### config.mk
export PLATFORM = sky130hd
export DESIGN_NAME = xphy_top
export DESIGN_NICKNAME = d
export VERILOG_FILES = /design/src/logic/xphy_pkg.sv /design/src/logic/xphy_reset_sync.sv /design/src/logic/xgmii_tx_stage.sv /design/src/logic/xgmii_rx_stage.sv /design/src/logic/xphy_link_status.sv /design/src/logic/xphy_top.sv
export SDC_FILE = /design/constraint.sdc
export NUM_CORES = 1
export LEC_CHECK = 0
export BUFFER_PORTS_ARGS = -buffer_cell sky130_fd_sc_hd__buf_2
export CORE_MARGIN = 2
export CORE_UTILIZATION = 29
export CTS_CLUSTER_SIZE = 25
export DETAILED_ROUTE_END_ITERATION = 12
export SYNTH_ARGS = -nofsm -noshare
export SYNTH_HDL_FRONTEND = slang
export SYNTH_SLANG_ARGS = --single-unit
### constraint.sdc
create_clock -name clk156 -period 5.8 [get_ports clk156]
set_clock_uncertainty 0.05 [all_clocks]
set_input_delay 0.58 -clock clk156 [delete_from_list [all_inputs] [get_ports clk156]]
set_output_delay 0.58 -clock clk156 [all_outputs]
set_load 0.02 [all_outputs]
### src/logic/xphy_pkg.sv
//////////////////////////////////////////////////////////////
// shared XGMII character codes, bus widths and status sizes
// for the clk156 side of the 10G PHY interface; referenced
// by scoped name from every block and the checker
//////////////////////////////////////////////////////////////
package xphy_pkg;

   // XGMII bus geometry, one control bit per byte lane
   localparam int XGMII_DATA_W = 64;
   localparam int XGMII_CTRL_W = 8;
   localparam int XGMII_LANES  = 8;
   localparam int XGMII_LANE_W = XGMII_DATA_W / XGMII_LANES;

   // control characters, meaningful only with the lane control bit set
   localparam logic [7:0] XGMII_IDLE  = 8'h07;
   // start is only legal in lane 0
   localparam logic [7:0] XGMII_START = 8'hFB;
   localparam logic [7:0] XGMII_TERM  = 8'hFD;
   localparam logic [7:0] XGMII_ERROR = 8'hFE;

   // link status counters saturate at all ones
   localparam int CNT_W = 16;

   // flops between the transceiver status and each core reset
   localparam int RESET_SYNC_STAGES = 2;

endpackage

### src/logic/xphy_reset_sync.sv
//////////////////////////////////////////////////////////////
// builds the tx and rx core resets from transceiver status
// a direction stays in reset until its reset done is high,
// tx_fault is low and signal_detect is high
//////////////////////////////////////////////////////////////
`timescale 1ns/1ps

module xphy_reset_sync
(
   input  logic clk156,
   input  logic reset,
   input  logic tx_resetdone,
   input  logic rx_resetdone,
   input  logic tx_fault,
   input  logic signal_detect,
   output logic core_reset_tx,
   output logic core_reset_rx,
   output logic resetdone
);

   // one shift chain per direction, msb is the core reset
   logic [xphy_pkg::RESET_SYNC_STAGES-1:0] tx_sync;
   logic [xphy_pkg::RESET_SYNC_STAGES-1:0] rx_sync;
   logic                                   line_bad;
   logic                                   tx_hold;
   logic                                   rx_hold;

   // fault or loss of signal holds both directions
   assign line_bad = tx_fault || !signal_detect;
   assign tx_hold  = !tx_resetdone || line_bad;
   assign rx_hold  = !rx_resetdone || line_bad;

   // status inputs are asynchronous to clk156, so the hold
   // condition is sampled through the chain before use
   always_ff @(posedge clk156 or posedge reset)
   begin
      if (reset)
      begin
         // global reset forces both directions into reset at once
         tx_sync <= '1;
         rx_sync <= '1;
      end
      else
      begin
         tx_sync <= {tx_sync[xphy_pkg::RESET_SYNC_STAGES-2:0], tx_hold};
         rx_sync <= {rx_sync[xphy_pkg::RESET_SYNC_STAGES-2:0], rx_hold};
      end
   end

   assign core_reset_tx = tx_sync[xphy_pkg::RESET_SYNC_STAGES-1];
   assign core_reset_rx = rx_sync[xphy_pkg::RESET_SYNC_STAGES-1];

   // plain combinational status, not synchronized
   assign resetdone = tx_resetdone && rx_resetdone;

endmodule

### src/logic/xgmii_tx_stage.sv
//////////////////////////////////////////////////////////////
// transmit register stage from the MAC toward the transceiver
// puts out idle words while the tx core reset is high and
// pulses tx_sof when a start word is registered
//////////////////////////////////////////////////////////////
`timescale 1ns/1ps

module xgmii_tx_stage
(
   input  logic                              clk156,
   input  logic                              reset,
   input  logic                              core_reset_tx,
   input  logic [xphy_pkg::XGMII_DATA_W-1:0] xgmii_txd,
   input  logic [xphy_pkg::XGMII_CTRL_W-1:0] xgmii_txc,
   output logic [xphy_pkg::XGMII_DATA_W-1:0] xgmii_txd_int,
   output logic [xphy_pkg::XGMII_CTRL_W-1:0] xgmii_txc_int,
   output logic                              tx_sof
);

   logic sof_hit;

   // start is only recognized in lane 0 with its control bit set
   assign sof_hit = xgmii_txc[0] &&
                    (xgmii_txd[xphy_pkg::XGMII_LANE_W-1:0] == xphy_pkg::XGMII_START);

   always_ff @(posedge clk156 or posedge reset)
   begin
      if (reset)
      begin
         // idle on every lane, all lanes marked as control
         xgmii_txd_int <= {xphy_pkg::XGMII_LANES{xphy_pkg::XGMII_IDLE}};
         xgmii_txc_int <= '1;
         tx_sof        <= 1'b0;
      end
      else if (core_reset_tx)
      begin
         // core held in reset, keep the line idle and drop the word
         xgmii_txd_int <= {xphy_pkg::XGMII_LANES{xphy_pkg::XGMII_IDLE}};
         xgmii_txc_int <= '1;
         tx_sof        <= 1'b0;
      end
      else
      begin
         // one word per cycle, no stall
         xgmii_txd_int <= xgmii_txd;
         xgmii_txc_int <= xgmii_txc;
         // strobe lines up with the registered word
         tx_sof        <= sof_hit;
      end
   end

endmodule

### src/logic/xgmii_rx_stage.sv
//////////////////////////////////////////////////////////////
// receive register stage from the transceiver toward the MAC
// idles the output during rx core reset, flags start words
// in lane 0 and control error characters in any lane
//////////////////////////////////////////////////////////////
`timescale 1ns/1ps

module xgmii_rx_stage
(
   input  logic                              clk156,
   input  logic                              reset,
   input  logic                              core_reset_rx,
   input  logic [xphy_pkg::XGMII_DATA_W-1:0] xgmii_rxd_int,
   input  logic [xphy_pkg::XGMII_CTRL_W-1:0] xgmii_rxc_int,
   output logic [xphy_pkg::XGMII_DATA_W-1:0] xgmii_rxd,
   output logic [xphy_pkg::XGMII_CTRL_W-1:0] xgmii_rxc,
   output logic                              rx_sof,
   output logic                              rx_err
);

   logic sof_hit;
   logic err_hit;

   // start only counts in lane 0
   assign sof_hit = xgmii_rxc_int[0] &&
                    (xgmii_rxd_int[xphy_pkg::XGMII_LANE_W-1:0] == xphy_pkg::XGMII_START);

   // scan every lane for a control error character
   always_comb
   begin
      err_hit = 1'b0;
      for (int i = 0; i < xphy_pkg::XGMII_LANES; i++)
      begin
         // a data byte of FE is payload, not an error
         if (xgmii_rxc_int[i] &&
             (xgmii_rxd_int[i*xphy_pkg::XGMII_LANE_W +: xphy_pkg::XGMII_LANE_W] ==
              xphy_pkg::XGMII_ERROR))
            err_hit = 1'b1;
      end
   end

   always_ff @(posedge clk156 or posedge reset)
   begin
      if (reset)
      begin
         // idle toward the MAC, strobes quiet
         xgmii_rxd <= {xphy_pkg::XGMII_LANES{xphy_pkg::XGMII_IDLE}};
         xgmii_rxc <= '1;
         rx_sof    <= 1'b0;
         rx_err    <= 1'b0;
      end
      else if (core_reset_rx)
      begin
         // rx core held in reset, the received word is dropped
         xgmii_rxd <= {xphy_pkg::XGMII_LANES{xphy_pkg::XGMII_IDLE}};
         xgmii_rxc <= '1;
         rx_sof    <= 1'b0;
         rx_err    <= 1'b0;
      end
      else
      begin
         xgmii_rxd <= xgmii_rxd_int;
         xgmii_rxc <= xgmii_rxc_int;
         // both strobes aligned with the word they describe
         rx_sof    <= sof_hit;
         rx_err    <= err_hit;
      end
   end

endmodule

### src/logic/xphy_link_status.sv
//////////////////////////////////////////////////////////////
// link status for the clk156 domain
// counts tx and rx frame starts and rx error words into
// saturating counters and raises link_up out of core reset
//////////////////////////////////////////////////////////////
`timescale 1ns/1ps

module xphy_link_status
(
   input  logic                       clk156,
   input  logic                       reset,
   input  logic                       core_reset_tx,
   input  logic                       core_reset_rx,
   input  logic                       tx_sof,
   input  logic                       rx_sof,
   input  logic                       rx_err,
   output logic                       link_up,
   output logic [xphy_pkg::CNT_W-1:0] tx_frames,
   output logic [xphy_pkg::CNT_W-1:0] rx_frames,
   output logic [xphy_pkg::CNT_W-1:0] rx_errors
);

   // add one on a strobe, stick at all ones instead of wrapping
   function automatic logic [xphy_pkg::CNT_W-1:0] sat_inc
   (
      input logic [xphy_pkg::CNT_W-1:0] count,
      input logic                       strobe
   );
      logic [xphy_pkg::CNT_W-1:0] next;
      next = count;
      if (strobe && (count != '1))
         next = count + 1'b1;
      return next;
   endfunction

   always_ff @(posedge clk156 or posedge reset)
   begin
      if (reset)
      begin
         tx_frames <= '0;
         rx_frames <= '0;
         rx_errors <= '0;
         link_up   <= 1'b0;
      end
      else
      begin
         // strobes are already quiet in core reset, so no gating here
         tx_frames <= sat_inc(tx_frames, tx_sof);
         rx_frames <= sat_inc(rx_frames, rx_sof);
         rx_errors <= sat_inc(rx_errors, rx_err);
         // link needs both directions out of reset
         // counters keep their values across a link drop
         link_up   <= !core_reset_tx && !core_reset_rx;
      end
   end

endmodule

### src/logic/xphy_top.sv
//////////////////////////////////////////////////////////////
// top of the clk156 PHY interface, ties the reset chains,
// the tx and rx register stages and the link status together
//////////////////////////////////////////////////////////////
`timescale 1ns/1ps

module xphy_top
(
   input  logic                              clk156,
   input  logic                              reset,
   input  logic                              tx_resetdone,
   input  logic                              rx_resetdone,
   input  logic                              tx_fault,
   input  logic                              signal_detect,
   input  logic [xphy_pkg::XGMII_DATA_W-1:0] xgmii_txd,
   input  logic [xphy_pkg::XGMII_CTRL_W-1:0] xgmii_txc,
   input  logic [xphy_pkg::XGMII_DATA_W-1:0] xgmii_rxd_int,
   input  logic [xphy_pkg::XGMII_CTRL_W-1:0] xgmii_rxc_int,
   output logic                              resetdone,
   output logic [xphy_pkg::XGMII_DATA_W-1:0] xgmii_txd_int,
   output logic [xphy_pkg::XGMII_CTRL_W-1:0] xgmii_txc_int,
   output logic [xphy_pkg::XGMII_DATA_W-1:0] xgmii_rxd,
   output logic [xphy_pkg::XGMII_CTRL_W-1:0] xgmii_rxc,
   output logic                              link_up,
   output logic [xphy_pkg::CNT_W-1:0]        tx_frames,
   output logic [xphy_pkg::CNT_W-1:0]        rx_frames,
   output logic [xphy_pkg::CNT_W-1:0]        rx_errors
);

   // synchronized core resets, one per direction
   logic core_reset_tx;
   logic core_reset_rx;
   // single-cycle strobes from the stages
   logic tx_sof;
   logic rx_sof;
   logic rx_err;

   xphy_reset_sync u_reset_sync
   (
      .clk156        (clk156),
      .reset         (reset),
      .tx_resetdone  (tx_resetdone),
      .rx_resetdone  (rx_resetdone),
      .tx_fault      (tx_fault),
      .signal_detect (signal_detect),
      .core_reset_tx (core_reset_tx),
      .core_reset_rx (core_reset_rx),
      .resetdone     (resetdone)
   );

   xgmii_tx_stage u_tx_stage
   (
      .clk156        (clk156),
      .reset         (reset),
      .core_reset_tx (core_reset_tx),
      .xgmii_txd     (xgmii_txd),
      .xgmii_txc     (xgmii_txc),
      .xgmii_txd_int (xgmii_txd_int),
      .xgmii_txc_int (xgmii_txc_int),
      .tx_sof        (tx_sof)
   );

   xgmii_rx_stage u_rx_stage
   (
      .clk156        (clk156),
      .reset         (reset),
      .core_reset_rx (core_reset_rx),
      .xgmii_rxd_int (xgmii_rxd_int),
      .xgmii_rxc_int (xgmii_rxc_int),
      .xgmii_rxd     (xgmii_rxd),
      .xgmii_rxc     (xgmii_rxc),
      .rx_sof        (rx_sof),
      .rx_err        (rx_err)
   );

   xphy_link_status u_link_status
   (
      .clk156        (clk156),
      .reset         (reset),
      .core_reset_tx (core_reset_tx),
      .core_reset_rx (core_reset_rx),
      .tx_sof        (tx_sof),
      .rx_sof        (rx_sof),
      .rx_err        (rx_err),
      .link_up       (link_up),
      .tx_frames     (tx_frames),
      .rx_frames     (rx_frames),
      .rx_errors     (rx_errors)
   );

endmodule

After elaboration in Yosys (flattened, before gate mapping)
Cells that the tools add are included.

word-level totals
  bits in registers = 200
  word-level logic and storage cells = 67
  input port bits = 150

cells by class
  muxes and demuxes = 15
  reduce and logical (&&, ||, !) cells = 23
  equality and inequality tests = 13
  $add $sub $neg = 3

operator list
  kind                                                              count
  64-bit 2-to-1 mux                                                 2
  8-bit == test (second input constant)                             10
  16-bit by 1-bit adder with 16-bit output (second input constant)  3
  16-bit != test (second input constant)                            3
  8-bit 2-to-1 mux                                                  2
  1-bit logical AND                                                 15
  1-bit 2-to-1 mux                                                  11
  1-bit logical NOT                                                 5
  1-bit logical OR                                                  3

Logic depth before layout (Yosys ltp)
  depth in word-level cells = 11
  gate-level depth with buffers = 6
  mapped depth without buffers = 5

By module
From an unflattened synthesis, not the netlist that was laid out.

unflattened totals
  cells, all modules = 571
  area total of the unflattened synthesis = 7533.5 um2

by module, submodules not included
  module            area each (um2)  cells an instance  instances
  xgmii_rx_stage    2590.0           188                1
  xgmii_tx_stage    2424.8           157                1
  xphy_link_status  2388.5           218                1
  xphy_reset_sync   130.1            8                  1

Worst setup path before layout
No wires, ideal clock.

  path type = register -> register
  start = register u_link_status.rx_errors[0] in the netlist's numbering
  end = register u_link_status.rx_errors[1] in the netlist's numbering
  path buffers = 0
  path slack = 3.840 ns
  data arrival time = 1.782 ns
  period minus slack after synthesis = 1.960 ns
  data required time = 5.622 ns
  cell stages (with the launch flop) = 6
  cell sequence = dfrtp_1 ha_1 nand3_1 nor4_4 nand2b_2 mux2_1

on the way
  cells in the longest elaborated chain, start to end = 2
  elaborated cells between the ends (all ways) = 3
  classes of those cells = add/sub: 1; eq/ne: 1; reduce/logical: 1

ends and longest elaborated chain
  what                                                                                              RTL line                text
  start, declared                                                                                   xphy_link_status.sv:20  output logic [xphy_pkg::CNT_W-1:0] rx_errors
  start signal, assigned                                                                            xphy_link_status.sv:50  rx_errors <= sat_inc(rx_errors, rx_err);
  parallel branches: the longest is 2 deep, another holds 16-bit by 1-bit adder with 16-bit output  --

Parallel ways; which one is timed is not known.
A chain may end at the register's enable or synchronous reset.

Worst setup path after layout
Ends and elaborated chain as after synthesis.

==> flow_summary.yaml <==
synth:
  synth_edf_count: 0
  synth_top_cell_area_share_pct: 44.2
  syn_area_um2: 7470
  syn-num-nets: 723
  seq_area_frac_synth_pct: 68.1
  syn-instance-count: 570
  synth.distinct_cells: 43
  synth_ff_type: "dfrtp_1"
  async_flop_share_pct: 100
  ys_ff_latch: 200
  syn_area_per_cell_um2: 13.1
  synth_warnings: 0
  synth_top_area_cell: "dfrtp_1"
  synth_area_leaders: "dfrtp_1, dfstp_2, nor2b_1"
route:
  vias: 5477
  drt_iter0_drc: 163
  ant_nets: 0
  dr.pass1.iters: 4
  viasPerCell: 4.34
  drt_wl_total_mm: 20.4
  drc: 0
  wl_per_cell_um: 16.1
critical_path:
  path_max_fanout: 7
  r2r_start: "u_link_status.rx_errors[0]$_DFFE_PP0P_"
  path_class: "flop to flop"
  crit_required_ns: 6.07
  r2r_setup_slack_ns: 3.82
  timing.critical_path.from: "u_link_status.rx_errors[0]$_DFFE_PP0P_"
  critPathLaunchType: "flop"
  crit_arrival_ns: 2.25
  cp-end-kind: "flop"
timing:
  period_share_pct: 34.2
  rsz0062_at_grt: "no"
  maxSlewViolCount: 0
  min_period_ns: 1.98
  setup_viol: 0
  hold_viol: 0
  max_freq_mhz: 504
  tns_ns: 0
  worst-slew-pin-transition_ns: 0.820
  relSlewSlack_pct: 44.5
placement:
  port_buffers: 343
  hpwl_mm: 15.6
  gp_congestion: 0.772
clock_network:
  clk_latency_ns: 0.43
  cts_max_level: 4
  cts_hold_buf: 0
  cts_root_buffer: "clkbuf_16"
  clock_sinks: 200
  cts_tree: "yes"
  clk_pin_slew_ns: 0.07
  cts_setup_buffers: 0
  cts_inserted_buffers: 17
  ctsResizeCount: 0
  clk_path_buf_depth: 2
floorplanning:
  core_um2: 25300
  fp.dieW_um: 165
  num_rows: 58
  ios: 344
  start_util_pct: 29.6
  die_h_um: 165
  die_area_um2: 27100
layout:
  finalNetCount: 1070
  area_growth_pct: 36.0
  final_common_cell: "buf_2"
  drive_above_1_share_pct: 56.5
  layout_common_cells: "buf_2, dfrtp_1, nor2b_1"
grt:
  grt_start_max_net_pins: 114
  grt_pass1_wl_mm: 31.3
  antenna_found_initial: 1
  grt_pass1_vias: 5633
  grt.total_usage_pct: 15.2
  grt_overflow: 0
power:
  p_total_w: 0.00281
  power_leakage_nw: 5.10
  p_per_area_nw_per_um2: 277
  ir_drop_mv: 0.162
run_status:
  status: "finished clean"
min_path:
  hold_class: "input pin to asynchronous set/reset pin"
run:
  drv_cap: 0
## worst max-delay path, cell delays in order (launching register included)
cell and delay (ns):
dfrtp_1 0.40, ha_1 0.24, nand3_1 0.19, nor4_4 0.46, nand2b_2 0.22, mux2_1 0.31
## final cells by class
| cell class | instances | area [um^2] |
|---|---|---|
| inverters | 3 | 15.0 |
| repair buffers | 347 | 1760 |
| multi-input cells | 348 | 2290 |
| fillers | 2478 | 15100 |
| flip-flops and latches | 200 | 5090 |
| clock buffers | 18 | 429 |
| well taps | 330 | 413 |
| clock inverters | 14 | 158 |
| diodes | 1 | 2.50 |
## state kept, by name, indices dropped and copies added, names as in the netlist
register,count
u_reset_sync.tx_sync,2
u_link_status.rx_frames,16
u_rx_stage.rx_sof,1
u_link_status.tx_frames,16
u_link_status.rx_errors,16
u_tx_stage.xgmii_txd_int,64
u_rx_stage.xgmii_rxc,8
u_rx_stage.xgmii_rxd,64
u_link_status.link_up,1
u_rx_stage.rx_err,1
u_tx_stage.xgmii_txc_int,8
u_reset_sync.rx_sync,2
u_tx_stage.tx_sof,1
## metal layers
layer,GRT usage [%],routed length [um],vias up
li1,-,-,2597
met1,18.7,8370,2652
met2,25.4,9980,209
met3,5.32,1640,19
met4,4.47,350,0
met5,0,0,-
## worst paths after layout
path	end	cells past startpoint
max in group asynchronous	u_tx_stage.tx_sof$_DFF_PP0_	3
worst max-delay path	u_link_status.rx_errors[1]$_DFFE_PP0P_	5
worst min register to register	u_reset_sync.tx_sync[1]$_DFF_PP1_	0
worst min-delay path	u_rx_stage.xgmii_rxd[22]$_DFF_PP0_	2
min in group clk156	u_reset_sync.rx_sync[0]$_DFF_PP1_	2
worst max register to register	u_link_status.rx_errors[1]$_DFFE_PP0P_	5
## stage by stage
step           worst slack, ns  hold WS [ns]  cells  utilization (%)  instance area, um^2
2_1_floorplan             2.64         0.295    570                -                 7470
3_3_place_gp              3.73         0.296   1228             37.9                 9570
3_5_place_dp              3.77         0.299   1228             37.9                 9570
4_1_cts                   3.79         0.184   1260             40.2                10200
5_1_grt                   3.67         0.204   1261             40.2                10200
6_report                  3.82         0.171   1261             40.2                10200
## cells in the mapped netlist, drive strengths merged, types with 2 or more instances
cell type / number
a21oi: 11
dfrtp: 132
nor4: 7
xnor2: 7
nand4b: 2
ha: 3
nor3: 11
nand2: 26
nor4b: 11
inv: 3
a211oi: 4
nor3b: 3
and2: 2
dfstp: 68
buf: 2
nor2: 19
and4: 7
nand4: 19
clkbuf: 17
or2: 65
mux2: 7
nand2b: 3
xor2: 28
and3: 5
nand3: 20
nor2b: 81
## logic make-up after synthesis
kind of cell	count (synthesis)	synth area share [%]
fa+ha+maj	3	0.502
mux	7	1.06
xor+xnor	35	4.10
simple gates	283	23.3
compound gates	20	1.74
buf+inv	22	1.17
flops	200	68.1
## where the power goes
group	switching, W	internal [W]	leakage, nW
registers	0.0000106	0.00143	2.54
logic	0.000115	0.0000783	2.28
clock network	0.000594	0.000580	0.287
(Power assumes the default switching activity.)
